===== src/logic/wb_pkg.sv =====
`default_nettype none

package wb_pkg;

    // load width and extension as decoded upstream
    typedef enum logic [2:0] {
        LD_NONE = 3'd0,
        LD_B    = 3'd1,
        LD_BU   = 3'd2,
        LD_H    = 3'd3,
        LD_HU   = 3'd4,
        LD_W    = 3'd5
    } load_op_e;

    // instruction classes handled by the pipeline tail
    typedef enum logic [2:0] {
        KIND_ALU     = 3'd0,
        KIND_LOAD    = 3'd1,
        KIND_CSRRD   = 3'd2,
        KIND_CSRWR   = 3'd3,
        KIND_CSRXCHG = 3'd4,
        KIND_SYSCALL = 3'd5,
        KIND_ERTN    = 3'd6
    } inst_kind_e;

    // record from execute; result doubles as load address
    typedef struct packed {
        logic [31:0] pc;
        inst_kind_e  kind;
        load_op_e    load_op;
        logic [4:0]  rd;
        logic [31:0] result;
        logic [13:0] csr_num;
        logic [31:0] csr_wvalue;
        logic [31:0] csr_wmask;
    } ex2ms_t;

    // record from memory to writeback
    typedef struct packed {
        logic [31:0] pc;
        inst_kind_e  kind;
        logic [4:0]  rd;
        logic        rf_we;
        logic [31:0] wdata;
        logic [13:0] csr_num;
        logic [31:0] csr_wvalue;
        logic [31:0] csr_wmask;
    } ms2ws_t;

    typedef struct packed {
        logic        we;
        logic [4:0]  waddr;
        logic [31:0] wdata;
    } rf_write_t;

    typedef struct packed {
        logic        re;
        logic        we;
        logic [13:0] num;
        logic [31:0] wmask;
        logic [31:0] wvalue;
    } csr_req_t;

    // csr numbers
    localparam logic [13:0] CSR_CRMD   = 14'h000;
    localparam logic [13:0] CSR_PRMD   = 14'h001;
    localparam logic [13:0] CSR_ESTAT  = 14'h005;
    localparam logic [13:0] CSR_ERA    = 14'h006;
    localparam logic [13:0] CSR_EENTRY = 14'h00c;
    localparam logic [13:0] CSR_SAVE0  = 14'h030;
    localparam logic [13:0] CSR_SAVE1  = 14'h031;
    localparam logic [13:0] CSR_SAVE2  = 14'h032;
    localparam logic [13:0] CSR_SAVE3  = 14'h033;

    // exception codes
    localparam logic [5:0] ECODE_SYS     = 6'hb;
    localparam logic [8:0] ESUBCODE_NONE = 9'h0;

endpackage

`default_nettype wire


===== src/logic/mem_stage.sv =====
`timescale 1ns/1ps
`default_nettype none

module mem_stage (
    input  wire logic           clk,
    input  wire logic           resetn,
    input  wire logic           ex2ms_valid,
    input  wire wb_pkg::ex2ms_t ex2ms,
    input  wire logic [31:0]    load_rdata,
    input  wire logic           ws_allowin,
    input  wire logic           flush,
    output logic                ms_allowin,
    output logic                ms2ws_valid,
    output wb_pkg::ms2ws_t      ms2ws
);

    logic           ms_valid;
    logic           ms_ready_go;
    logic [1:0]     addr_lo;
    logic [31:0]    byte_shift;
    logic [7:0]     ld_byte;
    logic [15:0]    ld_half;
    logic [31:0]    ld_data;
    wb_pkg::ms2ws_t ms_next;

    // single cycle stage, data memory word arrives with the record
    assign ms_ready_go = 1'b1;
    assign ms_allowin  = ~ms_valid | (ms_ready_go & ws_allowin);
    assign ms2ws_valid = ms_valid & ms_ready_go;

    always_ff @(posedge clk) begin
        if (!resetn || flush) begin
            ms_valid <= 1'b0;
        end else if (ms_allowin) begin
            ms_valid <= ex2ms_valid;
        end
    end

    // byte lane from the low address bits
    assign addr_lo    = ex2ms.result[1:0];
    assign byte_shift = load_rdata >> {addr_lo, 3'b000};
    assign ld_byte    = byte_shift[7:0];
    // half lane only by bit 1, halves are aligned
    assign ld_half    = addr_lo[1] ? load_rdata[31:16] : load_rdata[15:0];

    always_comb begin
        case (ex2ms.load_op)
            wb_pkg::LD_B:  ld_data = {{24{ld_byte[7]}}, ld_byte};
            wb_pkg::LD_BU: ld_data = {24'b0, ld_byte};
            wb_pkg::LD_H:  ld_data = {{16{ld_half[15]}}, ld_half};
            wb_pkg::LD_HU: ld_data = {16'b0, ld_half};
            wb_pkg::LD_W:  ld_data = load_rdata;
            default:       ld_data = ex2ms.result;
        endcase
    end

    // next record toward writeback
    always_comb begin
        ms_next.pc         = ex2ms.pc;
        ms_next.kind       = ex2ms.kind;
        ms_next.rd         = ex2ms.rd;
        ms_next.csr_num    = ex2ms.csr_num;
        ms_next.csr_wvalue = ex2ms.csr_wvalue;
        ms_next.csr_wmask  = ex2ms.csr_wmask;
        ms_next.wdata      = (ex2ms.kind == wb_pkg::KIND_LOAD) ? ld_data : ex2ms.result;
        // syscall and ertn write nothing, r0 is never written
        case (ex2ms.kind)
            wb_pkg::KIND_ALU,
            wb_pkg::KIND_LOAD,
            wb_pkg::KIND_CSRRD,
            wb_pkg::KIND_CSRWR,
            wb_pkg::KIND_CSRXCHG: ms_next.rf_we = (ex2ms.rd != 5'd0);
            default:              ms_next.rf_we = 1'b0;
        endcase
    end

    // payload register, loaded on each transfer
    always_ff @(posedge clk) begin
        if (ex2ms_valid && ms_allowin) begin
            ms2ws <= ms_next;
        end
    end

endmodule

`default_nettype wire


===== src/logic/wb_stage.sv =====
`timescale 1ns/1ps
`default_nettype none

module wb_stage (
    input  wire logic           clk,
    input  wire logic           resetn,
    input  wire logic           ms2ws_valid,
    input  wire wb_pkg::ms2ws_t ms2ws,
    input  wire logic [31:0]    csr_rvalue,
    output logic                ws_allowin,
    output wb_pkg::csr_req_t    csr_req,
    output logic                wb_ex,
    output logic                ertn_flush,
    output logic [31:0]         wb_pc,
    output wb_pkg::rf_write_t   rf_write,
    output logic [31:0]         debug_wb_pc,
    output logic [3:0]          debug_wb_rf_we,
    output logic [4:0]          debug_wb_rf_wnum,
    output logic [31:0]         debug_wb_rf_wdata
);

    logic           ws_valid;
    logic           ws_ready_go;
    logic           is_csr;
    logic           is_csr_write;
    wb_pkg::ms2ws_t ws_r;

    assign ws_ready_go = 1'b1;
    assign ws_allowin  = ~ws_valid | ws_ready_go;

    // own exception or return drops the stage
    always_ff @(posedge clk) begin
        if (!resetn || wb_ex || ertn_flush) begin
            ws_valid <= 1'b0;
        end else if (ws_allowin) begin
            ws_valid <= ms2ws_valid;
        end
    end

    always_ff @(posedge clk) begin
        if (ms2ws_valid && ws_allowin) begin
            ws_r <= ms2ws;
        end
    end

    assign is_csr       = (ws_r.kind == wb_pkg::KIND_CSRRD) ||
                          (ws_r.kind == wb_pkg::KIND_CSRWR) ||
                          (ws_r.kind == wb_pkg::KIND_CSRXCHG);
    assign is_csr_write = (ws_r.kind == wb_pkg::KIND_CSRWR) ||
                          (ws_r.kind == wb_pkg::KIND_CSRXCHG);

    // csr request, only from a valid record
    assign csr_req.re     = ws_valid & is_csr;
    assign csr_req.we     = ws_valid & is_csr_write;
    assign csr_req.num    = ws_r.csr_num;
    // csrwr replaces the whole register, csrxchg uses its mask
    assign csr_req.wmask  = (ws_r.kind == wb_pkg::KIND_CSRWR) ? 32'hffff_ffff : ws_r.csr_wmask;
    assign csr_req.wvalue = ws_r.csr_wvalue;

    assign wb_ex      = ws_valid & (ws_r.kind == wb_pkg::KIND_SYSCALL);
    assign ertn_flush = ws_valid & (ws_r.kind == wb_pkg::KIND_ERTN);
    assign wb_pc      = ws_r.pc;

    // csr kinds return the old csr value to rd
    assign rf_write.we    = ws_valid & ws_r.rf_we;
    assign rf_write.waddr = ws_r.rd;
    assign rf_write.wdata = is_csr ? csr_rvalue : ws_r.wdata;

    // trace follows the qualified write
    assign debug_wb_pc       = ws_r.pc;
    assign debug_wb_rf_we    = {4{rf_write.we}};
    assign debug_wb_rf_wnum  = rf_write.waddr;
    assign debug_wb_rf_wdata = rf_write.wdata;

endmodule

`default_nettype wire


===== src/logic/csr_file.sv =====
`timescale 1ns/1ps
`default_nettype none

module csr_file #(
    parameter logic [31:0] eentry_reset = 32'h1c00_8000
) (
    input  wire logic             clk,
    input  wire logic             resetn,
    input  wire wb_pkg::csr_req_t csr_req,
    input  wire logic             wb_ex,
    input  wire logic             ertn_flush,
    input  wire logic [31:0]      wb_pc,
    output logic [31:0]           csr_rvalue,
    output logic [31:0]           eentry,
    output logic [31:0]           era
);

    logic [1:0]  crmd_plv;
    logic        crmd_ie;
    logic [1:0]  prmd_pplv;
    logic        prmd_pie;
    logic [5:0]  estat_ecode;
    logic [8:0]  estat_esubcode;
    logic [31:6] eentry_va;
    logic [31:0] save_r [4];
    logic [31:0] merged;
    logic        save_hit;

    // combinational read by number, unknown reads zero
    always_comb begin
        case (csr_req.num)
            wb_pkg::CSR_CRMD:   csr_rvalue = {29'b0, crmd_ie, crmd_plv};
            wb_pkg::CSR_PRMD:   csr_rvalue = {29'b0, prmd_pie, prmd_pplv};
            wb_pkg::CSR_ESTAT:  csr_rvalue = {1'b0, estat_esubcode, estat_ecode, 16'b0};
            wb_pkg::CSR_ERA:    csr_rvalue = era;
            wb_pkg::CSR_EENTRY: csr_rvalue = eentry;
            wb_pkg::CSR_SAVE0:  csr_rvalue = save_r[0];
            wb_pkg::CSR_SAVE1:  csr_rvalue = save_r[1];
            wb_pkg::CSR_SAVE2:  csr_rvalue = save_r[2];
            wb_pkg::CSR_SAVE3:  csr_rvalue = save_r[3];
            default:            csr_rvalue = 32'b0;
        endcase
    end

    // read value is the old content of the addressed register
    assign merged   = (csr_rvalue & ~csr_req.wmask) | (csr_req.wvalue & csr_req.wmask);
    assign save_hit = (csr_req.num >= wb_pkg::CSR_SAVE0) && (csr_req.num <= wb_pkg::CSR_SAVE3);

    // crmd and prmd: exception entry, return, software write
    always_ff @(posedge clk) begin
        if (!resetn) begin
            crmd_plv  <= 2'b0;
            crmd_ie   <= 1'b0;
            prmd_pplv <= 2'b0;
            prmd_pie  <= 1'b0;
        end else if (wb_ex) begin
            // save then drop to kernel with interrupts off
            prmd_pplv <= crmd_plv;
            prmd_pie  <= crmd_ie;
            crmd_plv  <= 2'b0;
            crmd_ie   <= 1'b0;
        end else if (ertn_flush) begin
            crmd_plv <= prmd_pplv;
            crmd_ie  <= prmd_pie;
        end else if (csr_req.we && csr_req.num == wb_pkg::CSR_CRMD) begin
            crmd_plv <= merged[1:0];
            crmd_ie  <= merged[2];
        end else if (csr_req.we && csr_req.num == wb_pkg::CSR_PRMD) begin
            prmd_pplv <= merged[1:0];
            prmd_pie  <= merged[2];
        end
    end

    // estat is read only to software
    always_ff @(posedge clk) begin
        if (!resetn) begin
            estat_ecode    <= 6'b0;
            estat_esubcode <= 9'b0;
        end else if (wb_ex) begin
            estat_ecode    <= wb_pkg::ECODE_SYS;
            estat_esubcode <= wb_pkg::ESUBCODE_NONE;
        end
    end

    // era takes the pc of the trapping instruction
    always_ff @(posedge clk) begin
        if (!resetn) begin
            era <= 32'b0;
        end else if (wb_ex) begin
            era <= wb_pc;
        end else if (csr_req.we && csr_req.num == wb_pkg::CSR_ERA) begin
            era <= merged;
        end
    end

    // entry kept 64 byte aligned
    always_ff @(posedge clk) begin
        if (!resetn) begin
            eentry_va <= eentry_reset[31:6];
        end else if (csr_req.we && csr_req.num == wb_pkg::CSR_EENTRY) begin
            eentry_va <= merged[31:6];
        end
    end

    assign eentry = {eentry_va, 6'b0};

    // scratch registers, low number bits pick the slot
    always_ff @(posedge clk) begin
        if (!resetn) begin
            for (int i = 0; i < 4; i++) begin
                save_r[i] <= 32'b0;
            end
        end else if (csr_req.we && save_hit) begin
            save_r[csr_req.num[1:0]] <= merged;
        end
    end

endmodule

`default_nettype wire


===== src/logic/reg_file.sv =====
`timescale 1ns/1ps
`default_nettype none

module reg_file (
    input  wire logic              clk,
    input  wire wb_pkg::rf_write_t rf_write,
    input  wire logic [4:0]        raddr,
    output logic [31:0]            rdata
);

    // storage only, contents undefined until written
    logic [31:0] regs [32];

    // write at the edge ending the writeback cycle
    always_ff @(posedge clk) begin
        if (rf_write.we && rf_write.waddr != 5'd0) begin
            regs[rf_write.waddr] <= rf_write.wdata;
        end
    end

    // asynchronous read, r0 hardwired to zero
    assign rdata = (raddr == 5'd0) ? 32'b0 : regs[raddr];

endmodule

`default_nettype wire


===== src/logic/wb_core_top.sv =====
`timescale 1ns/1ps
`default_nettype none

module wb_core_top #(
    parameter logic [31:0] eentry_reset = 32'h1c00_8000
) (
    input  wire logic           clk,
    input  wire logic           resetn,
    input  wire logic           ex2ms_valid,
    input  wire wb_pkg::ex2ms_t ex2ms,
    input  wire logic [31:0]    load_rdata,
    input  wire logic [4:0]     rf_raddr,
    output logic                ms_allowin,
    output logic [31:0]         rf_rdata,
    output logic                flush,
    output logic [31:0]         flush_pc,
    output logic [31:0]         debug_wb_pc,
    output logic [3:0]          debug_wb_rf_we,
    output logic [4:0]          debug_wb_rf_wnum,
    output logic [31:0]         debug_wb_rf_wdata
);

    logic              ms2ws_valid;
    logic              ws_allowin;
    wb_pkg::ms2ws_t    ms2ws;
    wb_pkg::csr_req_t  csr_req;
    wb_pkg::rf_write_t rf_write;
    logic              wb_ex;
    logic              ertn_flush;
    logic [31:0]       wb_pc;
    logic [31:0]       csr_rvalue;
    logic [31:0]       eentry;
    logic [31:0]       era;

    // syscall goes to the entry, ertn back to era
    assign flush    = wb_ex | ertn_flush;
    assign flush_pc = wb_ex ? eentry : era;

    mem_stage u_mem_stage (
        .clk         (clk),
        .resetn      (resetn),
        .ex2ms_valid (ex2ms_valid),
        .ex2ms       (ex2ms),
        .load_rdata  (load_rdata),
        .ws_allowin  (ws_allowin),
        .flush       (flush),
        .ms_allowin  (ms_allowin),
        .ms2ws_valid (ms2ws_valid),
        .ms2ws       (ms2ws)
    );

    wb_stage u_wb_stage (
        .clk               (clk),
        .resetn            (resetn),
        .ms2ws_valid       (ms2ws_valid),
        .ms2ws             (ms2ws),
        .csr_rvalue        (csr_rvalue),
        .ws_allowin        (ws_allowin),
        .csr_req           (csr_req),
        .wb_ex             (wb_ex),
        .ertn_flush        (ertn_flush),
        .wb_pc             (wb_pc),
        .rf_write          (rf_write),
        .debug_wb_pc       (debug_wb_pc),
        .debug_wb_rf_we    (debug_wb_rf_we),
        .debug_wb_rf_wnum  (debug_wb_rf_wnum),
        .debug_wb_rf_wdata (debug_wb_rf_wdata)
    );

    csr_file #(
        .eentry_reset (eentry_reset)
    ) u_csr_file (
        .clk        (clk),
        .resetn     (resetn),
        .csr_req    (csr_req),
        .wb_ex      (wb_ex),
        .ertn_flush (ertn_flush),
        .wb_pc      (wb_pc),
        .csr_rvalue (csr_rvalue),
        .eentry     (eentry),
        .era        (era)
    );

    reg_file u_reg_file (
        .clk      (clk),
        .rf_write (rf_write),
        .raddr    (rf_raddr),
        .rdata    (rf_rdata)
    );

endmodule

`default_nettype wire


===== config.mk =====
export PLATFORM = sky130hd
export DESIGN_NAME = wb_core_top
export DESIGN_NICKNAME = d
export VERILOG_FILES = /design/src/logic/wb_pkg.sv /design/src/logic/mem_stage.sv /design/src/logic/wb_stage.sv /design/src/logic/csr_file.sv /design/src/logic/reg_file.sv /design/src/logic/wb_core_top.sv
export SDC_FILE = /design/constraint.sdc
export NUM_CORES = 2
export LEC_CHECK = 0
export BUFFER_PORTS_ARGS = -buffer_cell sky130_fd_sc_hd__buf_4
export CAP_MARGIN = 20
export CORE_UTILIZATION = 45
export DETAILED_ROUTE_END_ITERATION = 10
export SLEW_MARGIN = 20
export SYNTH_ARGS = -nofsm -noshare
export SYNTH_HDL_FRONTEND = slang
export SYNTH_SLANG_ARGS = --single-unit

===== constraint.sdc =====
create_clock -name clk -period 6.3 [get_ports clk]
set_input_delay 0.945 -clock clk [delete_from_list [all_inputs] [get_ports clk]]
set_output_delay 0.945 -clock clk [all_outputs]
set_load 0.03 [all_outputs]

# Yosys cells after proc, flatten, opt, wreduce, memory -nomap -nowiden
# Memories as Yosys holds them, arrays and structs flattened.
# Cells that the tools add are included.
[classes]
add_sub_neg = 0
multipliers = 0
n_div = 0
magnitude_cmp = 2
eq_ne = 24
shift = 1
muxes = 31
n_bitwise = 10
n_reduce_logical = 26
[op_table]
columns = ["op", "n"]
rows = [
  ["one-hot mux 32 bit (9 select lines)", 1],
  ["two-way mux 32 bit", 8],
  ["one-hot mux 32 bit (5 select lines)", 1],
  ["bitwise AND 32 bit", 2],
  ["== test 14 x 6 -> 1 bit (second input constant)", 4],
  ["NOT 32 bit", 1],
  ["OR 32 bit", 1],
  ["OR reduction 32 bit", 1],
  ["right shift 32 x 5 -> 8 bit", 1],
  ["== test 14 x 3 -> 1 bit (second input constant)", 2],
  ["== test 3 x 2 -> 1 bit (second input constant)", 6],
  ["== test 3 bit (second input constant)", 6],
  ["two-way mux 16 bit", 1],
  ["== test 14 x 1 -> 1 bit (second input constant)", 1],
  ["== test 14 x 4 -> 1 bit (second input constant)", 1],
  ["greater-or-equal comparator 14 x 6 -> 1 bit (second input constant)", 1],
  ["<= comparator 14 x 6 -> 1 bit (second input constant)", 1],
  ["logical NOT 14 bit", 1],
  ["two-way mux 2 bit", 7],
  ["two-way mux 1 bit", 13],
  ["nonzero test 5 bit", 2],
  ["logical AND 1 bit", 7],
  ["== test 3 x 1 -> 1 bit (second input constant)", 2],
  ["logical OR 1 bit", 6],
  ["other kinds (12)", 17],
]
[totals]
register_bits = 369
latchBits = 0
mem_bits_rw = 1152
mem_bits_ro = 0
in_bits = 193
output_inout_bits = 139
wordCells = 121
memories = 2
[memory_table]
columns = ["memory", "words", "width", "read_ports", "rd_ports_with_merged_regs", "wr", "line_no", "source"]
rows = [
  ["u_reg_file.regs", 32, 32, 1, 0, 1, "reg_file.sv:12", "logic [31:0] regs [32];"],
  ["u_csr_file.save_r", 4, 32, 4, 0, 4, "csr_file.sv:25", "logic [31:0] save_r [4];"],
]

# Logic depth before layout (Yosys ltp)
[depth]
depth_word = 9
depth_mapped = 9
mapped_depth_nobuf = 5

# By module
# Synthesis repeated with hierarchy kept, for this count alone.
[hier_totals]
hier_cells = 3622
area_unflattened_um2 = 62479.9
[by_module_without_submodules]
columns = ["mod", "n_inst", "cells_each", "area_per_inst_um2", "seq_area_each_um2"]
rows = [
  ["reg_file", 1, 1903, 39709.3, 30749.5],
  ["csr_file", 1, 927, 9716.8, 5144.9],
  ["wb_stage", 1, 393, 6465.0, 4554.4],
  ["mem_stage", 1, 362, 6042.0, 4554.4],
  ["wb_core_top", 1, 37, 546.8, 0.0],
]

# Least setup slack after synthesis
# OpenSTA, ideal clock, no wires.
[synth_path]
path_type = "register to register"
from = "reg u_wb_stage.ws_r, in the netlist u_wb_stage.csr_req[75]"
to = "mem u_csr_file.save_r[2][0] (enable)"
setup_time_ps = 470
arrival_ps = 4182
t_required_ps = 5830
slack_ps = 1648
stages_incl_launch_ff = 7
n_path_buf = 2
period_less_slack_ps = 4652
cell_sequence = "edfxtp_1 -> or4_1 -> buf_2 -> nor4_4 -> buf_4 -> nand2_1 -> o31ai_1"
[synth_lines]
columns = ["item", "line_no", "source"]
rows = [
  ["start: declaration", "wb_stage.sv:26", "wb_pkg::ms2ws_t ws_r;"],
  ["start signal: assignment", "wb_stage.sv:42", "ws_r <= ms2ws;"],
  ["end: declaration", "csr_file.sv:25", ""],
]

# Worst setup path in the final report
[layout_path]
from = "reg u_wb_stage.ws_r, in the netlist u_wb_stage.csr_req[67]"
to = "out debug_wb_rf_wdata[12]"
[layout_between]
elab_chain_len = 3
word_cells_on_any_way = 11
cone_classes = "eq/ne (8); mux (2); reduce/logical (1)"
[layout_rtl]
columns = ["item", "line_no", "source"]
rows = [
  ["== test 14 x 6 -> 1 bit, or another cell as far along", "csr_file.sv:31", "case (csr_req.num)"],
  ["one-hot mux 32 bit (9 select lines) *", "csr_file.sv:31", ""],
  ["two-way mux 32 bit *", "wb_stage.sv:67", "assign rf_write.wdata = is_csr ? csr_rvalue : ws_r.wdata;"],
  ["end: declaration", "wb_core_top.sv:20", "output logic [31:0] debug_wb_rf_wdata"],
]
# Mark *: on every way between the ends. The rest lies on a longest branch, timed or not.

==> results.md <==
- Once placement finished, the instance area stood at between 0.06 and 0.07 mm².
- The floorplan step defined a die boundary enclosing 0.136 mm².
- Between clock sinks in the finished design, the worst skew comes to 0.0454 ns.
- Hold repair after CTS inserted 0 buffers.
- The maximum ir drop on the vdd rail is 0.270 mV.
- The number of primary I/O pins is 332.
- For this configuration, the core starts out at a cell density of 0.453.
- Across all layers, the routed design uses 34400 vias.
- Of the synthesized area, sequential elements account for 0.744.
- The type of the most critical hold path is input port to flop.
- The first global-routing pass estimated 241000 µm of wire.
- For this design the static power due to leakage is 23.7 nW.
- The setup slack after layout is around 0.86 ns.
- The kind of critical path is flop to output port.
- Entering global routing, the biggest net connects 93 pins.
- Using the TritonRoute via totals, the vias-per-cell ratio works out to 6.01.
- The H-tree generated during clock tree synthesis spans 4 levels.
- Once placement completed, the tool counted placed cells totaling 5453.
- The first-pass detailed-route iteration total is 7.
- The via count of the first global-routing pass is 34100.
- Averaged over all synthesized cells, the footprint is between 15 and 20 µm².
- The category of the worst setup path capture point is an output port.
- The proportion of layout cells with a drive suffix above 1 is 0.268.
- The tree built by TritonCTS fans out to 1521 sinks.
- The post-route core utilization is 0.529.
- The floorplan step set the die width to 369 µm.
- The later-pin clock latency in the skew report is 0.79 ns.
- The worst hold slack is 0.330 ns.
- During synthesis, Yosys emitted a total of 0 warnings.
- After layout, the minimum clock period comes to 5.44 ns.
- Gates resized during post-CTS repair numbered 0.
- Setup repair after global routing left no endpoint under its margin.
- The total length of routed wires is between 150000 and 200000 µm.
- The slowest stage of the critical path belongs to the cell sky130_fd_sc_hd__edfxtp_1.
- The total met2 wirelength after detailed routing is 80000 µm.
- After floorplanning, the core was sized to cover 0.133 mm².
- At the worst endpoint, the required time is between 5 and 6 ns.
- Relative to the synthesized area, the layout overhead comes to 16.7%.
- The number of buffers and inverters on the critical path is 3.
- The cell count of the worst reg-to-reg path is 8.
- The share of synthesized area in the top cell type comes to 0.722.
- The met3 layer wire length in the routed design is 13700 µm.
- The post-route non-filler standard cell count is 5735.
- The post-route fraction of the period consumed by the critical path is 0.864.
- The reg2reg setup slack is 2.33 ns.
- The met1 wire length is 70100 µm.
- After clock tree synthesis, the clock-pin slew on the worst setup and hold paths is 0.06 ns.
- The number of pins exceeding their max-slew limit in the final report came to 0.
- The number of enable flip-flop cells after synthesis is 1454.
- For this run, the leading register cell type out of synthesis is sky130_fd_sc_hd__edfxtp_1.
- The count of nets left with antenna violations once routing finished came out at 0.
- The critical path goes through buf_4 > nor2b_1 > buf_4 > a22o_1 > a22oi_1 > o21ai_0 > mux2_2 > buf_4.
- The chip height is 369 µm.
- The design internal power is 16.9 mW.
- The hold path endpoint is u_mem_stage.ms2ws[139].
- The congestion estimate from routability-driven global placement came to a little under 0.9.
- The ratio of total power to cell area is ~310 mW/mm².
- The number of buffers added on ports is 330.
- CTS placed an instance of sky130_fd_sc_hd__clkbuf_16 at the clock tree root.
- The endpoint of the most critical register-to-register path is u_reg_file.regs[30][6].
- By count the netlist is led by 1454 x sky130_fd_sc_hd__edfxtp_1, 247 x sky130_fd_sc_hd__nor2_1, 207 x sky130_fd_sc_hd__mux4_2.
- The kind of cell adding the most delay to the critical path is flip-flops.
- Of all nets on the critical path, the largest fanout is 33.
- The launch instance of the worst register-to-register path is u_wb_stage.csr_req[64].
- The uppermost signal routing layer after detailed routing is met4.
- The DRC violation count after routing is 0.
- The CTS buffer count is 156.
- The final setup violation count is 0.
- The peak per-stage delay on the critical path is 0.89 ns.
- In this design, the critical path's most frequently occurring cell is sky130_fd_sc_hd__buf_4.
- The final net count is 4036.
- The share of power burned in the clock network is 0.412.
- The worst pin sits at a relative slew slack of 0.149.
- The total power is 21.8 mW.
- After synthesis, the netlist uses 76 different library cells.
- The number of antenna diodes in the final layout is 0.
- The reported net switching power is around 4.8 mW.
- The floorplan row count is 134.
- In this run the most critical hold path is launched from ex2ms[141].
- By area the synthesized netlist is led by sky130_fd_sc_hd__edfxtp_1 72%, sky130_fd_sc_hd__mux4_2 7.7%, sky130_fd_sc_hd__mux2i_1 2.8%, sky130_fd_sc_hd__dfxtp_1 2.2%, sky130_fd_sc_hd__nor2_1 1.5%.
- The net switching share of the total power is 0.221.
- The placed wire-length estimate after detailed placement is between 100000 and 150000 µm.
- The total count of hold-check failures in the final report is 0.
- After technology mapping, the gate count stands at 3440.
- Summing every instance area after synthesis gives 0.0605 mm².
- The buffer count from post-CTS setup fixing is 0.
- The share of total power dissipated in sequential elements is 0.526.
- The hold-critical path depth is 1.
- After global routing the overflow that remains totals 0.
- Data on the critical path arrives at its endpoint at 4.50 ns.
- The detailed router finished its first iteration with 3718 violations.
- The finished cells cover 0.0706 mm².
- The initial antenna violation count is 4.
- The number of buffers on the longest clock path is 3.
- Among all cell types in the netlist, the one instantiated most often is sky130_fd_sc_hd__edfxtp_1.
- The peak clock frequency supported by timing is 0.184 GHz.
- Of all cell types, the one taking the most synthesized area is sky130_fd_sc_hd__edfxtp_1.
- The run finished with clean final reports.
- The worst setup path is launched from a flop.
- The slew at the pin closest to its max-slew limit is 1.24 ns.
- The share of synthesized flip-flops with an asynchronous set or reset is 0.
- The post-place setup slack is 0.993 ns.
- Adding up every negative setup slack in the final design gives 0 ns.
- The count of maximum capacitance violations is 0.
- The combinational power share is 0.062.
- The clock tree from TritonCTS is done.
- For this run, the total global-route usage over all layers was measured as 0.248.
- Synthesis inferred 1521 register bits.
- Dividing the detail-routed wire length by the instance count gives 29.5 µm.
area by class of cell:
class	count	area, µm²
Fill cell	10800	62900
Multi-Input combinational cell	1687	14800
Clock buffer	202	4160
Clock inverter	80	766
Inverter	11	41.3
Timing Repair Buffer	466	3590
Tap cell	1768	2210
Sequential cell	1521	45000
how the worst max path moves through the flow:
stage,startpoint,to,slack (ns),cells after the start
finish,u_wb_stage.csr_req[67],debug_wb_rf_wdata[12],0.86,8
global route,u_wb_stage.csr_req[67],debug_wb_rf_wdata[12],0.47,8
CTS,u_wb_stage.csr_req[67],debug_wb_rf_wdata[12],0.69,8
detailed placement,rf_raddr[0],rf_rdata[15],0.99,9
global placement,rf_raddr[0],rf_rdata[15],0.99,9
floorplan,u_wb_stage.csr_req[75],u_csr_file.save_r[2][0],1.65,6
cell families (layout without fill, tap and decap cells):
kind of cell               Yosys count  in the layout  share of synthesized area
buffers and inverters              263            759                     0.0203
and+or+nand+nor                    741            741                     0.0610
other                                2             33                   0.000124
adders and majority gates            1              1                   0.000165
DFF                               1521           1521                      0.744
xor gates and xnor gates             1              1                   0.000145
muxes                              431            431                      0.115
AOI/OAI and AO/OA                  480            480                     0.0590
power by group through the flow:
| stage | registers, mW | logic, mW | clock network [mW] |
|---|---|---|---|
| after floorplan | 11.6 | 0.755 | 0 |
| after global placement | 11.6 | 1.35 | 0 |
| after detailed placement | 11.6 | 1.36 | 0 |
| after CTS | 11.4 | 1.36 | 9.10 |
| after global routing | 11.4 | 1.43 | 9.47 |
| final | 11.4 | 1.35 | 8.96 |
layer usage:
metal | vias up | global-route usage
met3 | 261 | 0.0461
met5 | - | 0
met4 | 0 | 0.0815
met2 | 1596 | 0.393
met1 | 17900 | 0.347
li1 | 14700 | -
placed cells by master, fill, tap and decap left out, drive strengths merged, types with 13 or more instances in the layout:
master,netlist,routed
nand4,16,16
dfxtp,67,67
o31ai,18,18
a211oi,15,15
a221oi,27,27
nor3,83,83
a2bb2oi,16,16
clkinv,1,61
a21oi,81,81
mux4,207,207
o211ai,30,30
or2,29,29
nor2b,40,40
nand2,141,141
inv,10,17
buf,122,466
nor2,248,248
nand3,67,67
mux2,55,55
nand2b,18,18
and3b,31,31
a32o,13,13
a22oi,43,43
mux2i,169,169
o21ai,32,32
a2111oi,34,34
conb,2,33
clkbuf,130,202
o221ai,42,42
edfxtp,1454,1454
o22ai,44,44
registers in the layout (all words and copies together), names as in the netlist:
signal                       count
u_csr_file.crmd_ie               1
u_csr_file.crmd_plv              2
u_csr_file.eentry_va            26
u_csr_file.era                  32
u_csr_file.estat_ecode           1
u_csr_file.prmd_pie              1
u_csr_file.prmd_pplv             2
u_csr_file.save_r              128
u_mem_stage.ms2ws              151
u_mem_stage.ms2ws_valid          1
u_reg_file.regs               1024
u_wb_stage.csr_req              46
u_wb_stage.debug_wb_pc          32
u_wb_stage.debug_wb_rf_wnum      5
u_wb_stage.ws_r                 68
u_wb_stage.ws_valid              1
Note: power is estimated with default switching activity, not from simulation.
